## src/logic/core_config.svh

```systemverilog
`ifndef CORE_CONFIG_SVH
`define CORE_CONFIG_SVH

// Width of every register and of the data path.
`define CORE_DATA_W 16

// Register count. The register index width follows from it.
`define CORE_NUM_REGS 8

// Rising edges from issue until the result sits on the write-back ports.
// Counts the issue edge, then the decode and execute edges.
`define CORE_WB_LATENCY 3

`endif

```

## src/logic/core_pkg.sv

```systemverilog
`include "core_config.svh"

package core_pkg;

    typedef logic [$clog2(`CORE_NUM_REGS)-1:0] reg_idx_t;

    // Codes not listed here are undefined and never write back.
    typedef enum logic [4:0] {
        op_add  = 5'd0,
        op_sub  = 5'd1,
        op_and  = 5'd2,
        op_mov  = 5'd3,  // Single operand.
        op_not  = 5'd4,  // Single operand.
        op_or   = 5'd6,
        op_xor  = 5'd7,
        op_shl  = 5'd8,  // Single operand, shift by one.
        op_shr  = 5'd9,  // Single operand, shift by one.
        op_li   = 5'd16,
        op_addi = 5'd17
    } opcode_t;

    typedef struct packed {
        opcode_t    opcode;
        reg_idx_t   rd;
        reg_idx_t   rs1;
        reg_idx_t   rs2;
        logic [1:0] unused;
    } reg_fmt_t;

    typedef struct packed {
        opcode_t    opcode;
        reg_idx_t   rd;
        logic [7:0] imm;   // Zero-extended when used.
    } imm_fmt_t;

    // The same word seen as either format. Opcode and rd line up in both.
    typedef union packed {
        reg_fmt_t reg_fmt;
        imm_fmt_t imm_fmt;
    } instr_t;

    typedef struct packed {
        logic                    valid;
        opcode_t                 opcode;
        reg_idx_t                rd;
        reg_idx_t                rs1;
        reg_idx_t                rs2;
        logic                    use_imm;
        logic [`CORE_DATA_W-1:0] imm;
    } dec_t;

    typedef struct packed {
        logic                    valid;
        opcode_t                 opcode;
        reg_idx_t                rd;
        logic [`CORE_DATA_W-1:0] a;
        logic [`CORE_DATA_W-1:0] b;
    } exe_t;

    typedef struct packed {
        logic                    valid;
        reg_idx_t                rd;
        logic [`CORE_DATA_W-1:0] data;
    } wb_t;

endpackage

```

## src/logic/instr_decoder.sv

```systemverilog
`timescale 1ns/10ps
`include "core_config.svh"

module instr_decoder (
    input  core_pkg::instr_t instr,
    input  logic             instr_valid,
    output core_pkg::dec_t   dec
);

    localparam int DW = `CORE_DATA_W;

    always_comb begin
        dec         = '0;
        dec.opcode  = instr.reg_fmt.opcode;
        dec.rd      = instr.reg_fmt.rd;  // Same bits in both views.

        case (instr.reg_fmt.opcode)
            core_pkg::op_add,
            core_pkg::op_sub,
            core_pkg::op_and,
            core_pkg::op_or,
            core_pkg::op_xor: begin
                dec.valid = instr_valid;
                dec.rs1   = instr.reg_fmt.rs1;
                dec.rs2   = instr.reg_fmt.rs2;
            end

            core_pkg::op_mov,
            core_pkg::op_not,
            core_pkg::op_shl,
            core_pkg::op_shr: begin
                // Only one source, taken from the first register field.
                dec.valid = instr_valid;
                dec.rs1   = instr.reg_fmt.rs1;
                dec.rs2   = instr.reg_fmt.rs1;
            end

            core_pkg::op_li: begin
                dec.valid   = instr_valid;
                dec.rs1     = instr.imm_fmt.rd;
                dec.rs2     = instr.imm_fmt.rd;
                dec.use_imm = 1'b1;
                dec.imm     = DW'(instr.imm_fmt.imm);
            end

            core_pkg::op_addi: begin
                // The immediate format has no separate source field.
                // Add-immediate reads rd and accumulates into it.
                dec.valid   = instr_valid;
                dec.rs1     = instr.imm_fmt.rd;
                dec.rs2     = instr.imm_fmt.rd;
                dec.use_imm = 1'b1;
                dec.imm     = DW'(instr.imm_fmt.imm);
            end

            default: begin
                dec.valid = 1'b0;  // Undefined opcode is dropped here.
            end
        endcase
    end

endmodule

```

## src/logic/reg_file.sv

```systemverilog
`timescale 1ns/10ps
`include "core_config.svh"

module reg_file (
    input  logic                    clk,
    input  logic                    reset,
    input  core_pkg::reg_idx_t      rd_addr_a,
    input  core_pkg::reg_idx_t      rd_addr_b,
    output logic [`CORE_DATA_W-1:0] rd_data_a,
    output logic [`CORE_DATA_W-1:0] rd_data_b,
    input  core_pkg::wb_t           wr
);

    localparam int DW = `CORE_DATA_W;

    logic [DW-1:0] regs [`CORE_NUM_REGS];

    // After reset every register holds its own index.
    always_ff @(posedge clk) begin
        if (reset) begin
            for (int i = 0; i < `CORE_NUM_REGS; i++) begin
                regs[i] <= DW'(i);
            end
        end else if (wr.valid) begin
            regs[wr.rd] <= wr.data;
        end
    end

    // Reads see the array as it stands. A write in flight is forwarded
    // elsewhere, so no bypass is needed here.
    assign rd_data_a = regs[rd_addr_a];
    assign rd_data_b = regs[rd_addr_b];

endmodule

```

## src/logic/operand_forward.sv

```systemverilog
`timescale 1ns/10ps
`include "core_config.svh"

module operand_forward (
    input  core_pkg::dec_t          dec,
    input  logic [`CORE_DATA_W-1:0] file_a,
    input  logic [`CORE_DATA_W-1:0] file_b,
    input  core_pkg::wb_t           exe_fwd,  // One instruction ahead.
    input  core_pkg::wb_t           wb_fwd,   // Two instructions ahead.
    output core_pkg::exe_t          operands
);

    // The nearest older producer of the source wins.
    function automatic logic [`CORE_DATA_W-1:0] select_src(
        input core_pkg::reg_idx_t      src,
        input logic [`CORE_DATA_W-1:0] file_val
    );
        if (exe_fwd.valid && exe_fwd.rd == src) begin
            return exe_fwd.data;
        end
        if (wb_fwd.valid && wb_fwd.rd == src) begin
            return wb_fwd.data;
        end
        return file_val;
    endfunction

    always_comb begin
        operands.valid  = dec.valid;
        operands.opcode = dec.opcode;
        operands.rd     = dec.rd;
        operands.a      = select_src(dec.rs1, file_a);

        if (dec.use_imm) begin
            operands.b = dec.imm;
        end else begin
            operands.b = select_src(dec.rs2, file_b);
        end
    end

endmodule

```

## src/logic/exec_unit.sv

```systemverilog
`timescale 1ns/10ps
`include "core_config.svh"

module exec_unit (
    input  logic           clk,
    input  logic           reset,
    input  core_pkg::exe_t exe,
    output core_pkg::wb_t  result,
    output core_pkg::wb_t  wb
);

    logic [`CORE_DATA_W-1:0] alu_out;

    // All arithmetic wraps at the data width.
    always_comb begin
        case (exe.opcode)
            core_pkg::op_add: begin
                alu_out = exe.a + exe.b;
            end
            core_pkg::op_sub: begin
                alu_out = exe.a - exe.b;
            end
            core_pkg::op_and: begin
                alu_out = exe.a & exe.b;
            end
            core_pkg::op_or: begin
                alu_out = exe.a | exe.b;
            end
            core_pkg::op_xor: begin
                alu_out = exe.a ^ exe.b;
            end
            core_pkg::op_mov: begin
                alu_out = exe.a;
            end
            core_pkg::op_not: begin
                alu_out = ~exe.a;
            end
            core_pkg::op_shl: begin
                alu_out = exe.a << 1;
            end
            core_pkg::op_shr: begin
                alu_out = exe.a >> 1;  // Logical shift, zero fill.
            end
            core_pkg::op_li: begin
                alu_out = exe.b;
            end
            core_pkg::op_addi: begin
                alu_out = exe.a + exe.b;
            end
            default: begin
                alu_out = '0;
            end
        endcase
    end

    // Also feeds the forwarding path for the next instruction.
    assign result.valid = exe.valid;
    assign result.rd    = exe.rd;
    assign result.data  = alu_out;

    always_ff @(posedge clk) begin
        if (reset) begin
            wb.valid <= 1'b0;
        end else begin
            wb.valid <= result.valid;
        end
        wb.rd   <= result.rd;
        wb.data <= result.data;
    end

endmodule

```

## src/logic/core_pipe.sv

```systemverilog
`timescale 1ns/10ps
`include "core_config.svh"

module core_pipe (
    input  logic                    clk,
    input  logic                    reset,
    input  logic                    instr_valid,
    input  core_pkg::instr_t        instr,
    output logic                    wb_valid,
    output core_pkg::reg_idx_t      wb_rd,
    output logic [`CORE_DATA_W-1:0] wb_data
);

    core_pkg::dec_t          dec_next;
    core_pkg::dec_t          dec_q;
    core_pkg::exe_t          exe_next;
    core_pkg::exe_t          exe_q;
    core_pkg::wb_t           exe_result;
    core_pkg::wb_t           wb;
    logic [`CORE_DATA_W-1:0] file_a;
    logic [`CORE_DATA_W-1:0] file_b;

    instr_decoder u_decoder (
        .instr       (instr),
        .instr_valid (instr_valid),
        .dec         (dec_next)
    );

    // Decode stage register, captured on the issue edge.
    always_ff @(posedge clk) begin
        if (reset) begin
            dec_q.valid <= 1'b0;
        end else begin
            dec_q.valid <= dec_next.valid;
        end
        dec_q.opcode  <= dec_next.opcode;
        dec_q.rd      <= dec_next.rd;
        dec_q.rs1     <= dec_next.rs1;
        dec_q.rs2     <= dec_next.rs2;
        dec_q.use_imm <= dec_next.use_imm;
        dec_q.imm     <= dec_next.imm;
    end

    reg_file u_reg_file (
        .clk       (clk),
        .reset     (reset),
        .rd_addr_a (dec_q.rs1),
        .rd_addr_b (dec_q.rs2),
        .rd_data_a (file_a),
        .rd_data_b (file_b),
        .wr        (wb)
    );

    operand_forward u_forward (
        .dec      (dec_q),
        .file_a   (file_a),
        .file_b   (file_b),
        .exe_fwd  (exe_result),
        .wb_fwd   (wb),
        .operands (exe_next)
    );

    // Operand stage register feeding execute.
    always_ff @(posedge clk) begin
        if (reset) begin
            exe_q.valid <= 1'b0;
        end else begin
            exe_q.valid <= exe_next.valid;
        end
        exe_q.opcode <= exe_next.opcode;
        exe_q.rd     <= exe_next.rd;
        exe_q.a      <= exe_next.a;
        exe_q.b      <= exe_next.b;
    end

    exec_unit u_exec (
        .clk    (clk),
        .reset  (reset),
        .exe    (exe_q),
        .result (exe_result),
        .wb     (wb)
    );

    assign wb_valid = wb.valid;
    assign wb_rd    = wb.rd;
    assign wb_data  = wb.data;

endmodule

```

## config.mk

```make
export PLATFORM = sky130hd
export DESIGN_NAME = core_pipe
export DESIGN_NICKNAME = d
export VERILOG_FILES = /design/src/logic/core_pkg.sv /design/src/logic/instr_decoder.sv /design/src/logic/reg_file.sv /design/src/logic/operand_forward.sv /design/src/logic/exec_unit.sv /design/src/logic/core_pipe.sv
export VERILOG_INCLUDE_DIRS = /design/src /design/src/logic
export SDC_FILE = /design/constraint.sdc
export NUM_CORES = 1
export LEC_CHECK = 0
export BUFFER_PORTS_ARGS = -buffer_cell sky130_fd_sc_hd__buf_2
export CAP_MARGIN = 10
export CORE_MARGIN = 5
export CORE_UTILIZATION = 37
export DETAILED_ROUTE_END_ITERATION = 6
export PLACE_DENSITY = 0.65
export SYNTH_ARGS = -nofsm -noshare
export SYNTH_HDL_FRONTEND = slang
export SYNTH_SLANG_ARGS = --single-unit
export TNS_END_PERCENT = 20
```

## constraint.sdc

```tcl
create_clock -name clk -period 3.5 [get_ports clk]
set_input_delay 0.175 -clock clk [delete_from_list [all_inputs] [get_ports clk]]
set_output_delay 0.175 -clock clk [all_outputs]
set_load 0.05 [all_outputs]
```

==> results.md <==
* Worst slew margin at 0.2584
* Final hold violation count at 0
* Antenna cells at 0
* Dpl hpwl at between 20 and 25 mm
* Pwr Density at about 500 nW/um^2
* Mux cell area share after synthesis at 0.1640
* Main synth FF type: edfxtp_1
* Die X at 192.0 um
* Synth Cell Area at around 12000 sq um
* CTS max path bufs at 3
* Fmax achieved at 305.9 MHz
* # rows at 66
* Largest net degree at the start of global routing at 34
* Worst-Skew Late Latency at 510 ps
* # IOs at 39
* Unique cell type count in the Yosys netlist at slightly above 70
* Logic pwr share at 0.219
* Avg Inst Size Synth at ~11 sq um
* WP data arrival at between 3000 and 4000 ps
* Status: finished clean
* Vias at approximately 8800
* Drt pass-1 iters at 6
* Lkg Pwr at roughly 5.3 nW
* NetSw at ~0.0021 W
* Flops & latches, synth at between 200 and 250
* Met2 usage at 0.2998
* Fin Clk Skew at 10.60 ps
* Synth Area in Adders at 0.05266
* Endpoints failing setup at 0
* Peak VDD IR at 0.4336 mV
* Multi-input logic area at ~6300 sq um
* Final Slew Violations at 0
* Ranking of synthesized cells by area: edfxtp_1 (31%), dfxtp_1 (14%), mux4_2 (12%)
* CTS Sinks at between 200 and 250
* Synth top area share at 0.3135
* CP required at 3890 ps
* Internal Power at about 0.0049 W
* Worst setup SP type: flop
* Max-cap violations at 0
* Final worst-path cycle share at 0.9340
* Switching share of power at 0.2999
* Die area at around 37000 sq um
* Kind of critical path: reg -> reg
* Share of post-route cells with drive strength above 1 at 0.1913
* Synth Area in XOR/XNOR at 0.02419
* Setup TNS at 0 ps
* TritonCTS clock tree: built
* Hold WC Path Type: reg -> reg
* Crit-path max FO at 4
* Post-synthesis compound-gate area fraction at 0.1133
* First-pass GRT wire length at 51.43 mm
* Overflow left after global routing at 0
* Register area share after synthesis at 0.4523
* Initial Utilization at 0.3759
* Ys Warns at 0
* Clock share of power at 0.349
* Placer Congestion at between 0.8 and 0.9
* Met1 GRT Util at 0.2414
* CTS H-tree lvls at 1
* Die Y at ~190 um
* CP Capture Type: flop
* Grt met3 use at 0.01708
* Area Overhead vs Synth at 14.44%
* # nets final at 1204
* Synth Area in Simple Gates at 0.1568
* Synth area leader: edfxtp_1
* Register area at 5548 sq um
* Drt initial violations at 672
* Syn nets at roughly 1100
* FILL cells at a little over 3000
* Tightest Pin Transition at about 1100 ps
* Tmin final at between 3000 and 4000 ps
* # DRC at 0
* Vias in the first global route at between 8000 and 9000
* Post-DR vias/cell at approximately 5.5
* Port Buf Inserts at 38
* Largest family of logic cells by synthesized area: multiplexers
* Ys async rst share at 0
* Most frequent cells in the layout: and2_1 (130), edfxtp_1 (128), dfxtp_1 (83)
* Root Driver: clkbuf_16
* Unrepaired setup endpoints after global routing: false
* Routed len/inst at between 20 and 25 um
* Final antenna-violating net count at 0
* Total track usage at 0.1761
* Number of flops mapped to enable cells by yosys at around 130
* Core Util, Final at 0.4302
* Clock-pin slew on the worst setup and hold paths at approximately 60 ps
* Cells after Synth at about 1100
* Initial antenna violation count at 0
* Routed WL at between 30 and 40 mm
* CORE AREA at ~33000 sq um
* Commonest non-fill, non-tap cell in the layout: and2_1
* CTS Buf Count at 22
* Sequential share of power at 0.432
* Most Crowded Layer GR: met2
* Power Total at 0.007046 W
## worst max-delay path, stage by stage (launching register included)
cell and delay (ps):
dfxtp_1 340, or4_4 550, or3_4 350, o21ai_0 200, xnor2_1 170, ha_1 300
a21oi_2 160, o21a_1 150, o22ai_1 90, a2111oi_2 350, nand3_1 200, mux2_2 300
## cell usage after synthesis (5+ instances only)
cell type and count:
and2_1 130, edfxtp_1 128, dfxtp_1 85, nand2_1 66, mux4_2 64, ha_1 50, a21oi_1 49, inv_1 45
o21ai_0 45, clkbuf_1 44, mux2i_1 40, nor2_1 35, xnor2_1 29, nand3_1 27, buf_2 22, o211ai_1 18
or3_1 16, a22o_1 15, mux2_2 15, o2bb2ai_1 13, nor3_1 12, nand4_1 11, nand3b_1 7, a222oi_1 6
nand2b_1 6, nor2b_1 6, o2111ai_1 6, o21a_1 6, a211oi_1 5, a221oi_1 5, nor4_1 5, or2_2 5
## cell type report
class	count	share of cell area
repair buffers	100	0.04994
well taps	442	0.03941
flip-flops and latches	213	0.3954
multi-input cells	752	0.4486
clock inverters	12	0.009987
clock buffers	28	0.04459
inverters	45	0.01204
## state kept, by name (all words and copies together), names as in the netlist
name / flops
u_reg_file.regs: 128
exe_q: 41
u_exec.wb: 20
dec_q: 18
u_reg_file.rd_addr_a: 3
u_reg_file.rd_addr_b: 3
## layer usage
metal  share of wire  vias to the layer above
li1                -                     4140
met1            0.45                     4359
met2            0.49                      202
met3           0.041                       59
met4           0.020                        0
met5               0                        -
## through the flow
step                      cells  hold slack [ps]  worst slack (ps)  area (sq um)
after global routing       1592            339.1             9.737         14030
after CTS                  1592            324.9             116.0         14010
after global placement     1534            310.7             166.5         13070
after floorplan            1078            202.7             273.3         12260
after detailed placement   1534            313.0             135.5         13070
final                      1592            326.7             230.9         14030
## cell families (layout without fill, tap and decap cells)
kind of cell,after synthesis,after routing
muxes,119,119
buffers and inverters,113,185
xor gates and xnor gates,33,33
AOI/OAI and AO/OA,203,203
and+or+nand+nor,346,346
adders and majority gates,51,51
DFF,213,213
## final timing paths
path,startpoint,endpoint,slack [ps],depth (start not counted)
worst max-delay path,exe_q[10],exe_q[30],230,11
worst min-delay path,dec_q[30],exe_q[39],330,0
worst min register to register,dec_q[30],exe_q[39],330,0
worst max register to register,exe_q[10],exe_q[30],230,11
## what timing repair did
item                                    CTS  global route
buffers inserted                          0             0
endpoints found under the setup margin    0             5
hold buffers                             18             0
endpoints found under the hold margin    25             0
gates resized for setup                   0             5
## power by group through the flow
stage          combinational, W  sequential [W]  clock, W
2_1_floorplan           0.00100         0.00310         0
5_1_grt                 0.00169         0.00307   0.00261
6_report                0.00154         0.00304   0.00246
3_3_place_gp            0.00149         0.00309         0
4_1_cts                 0.00153         0.00304   0.00250
3_5_place_dp            0.00150         0.00309         0
No activity file was read; power rests on OpenSTA's default activity.
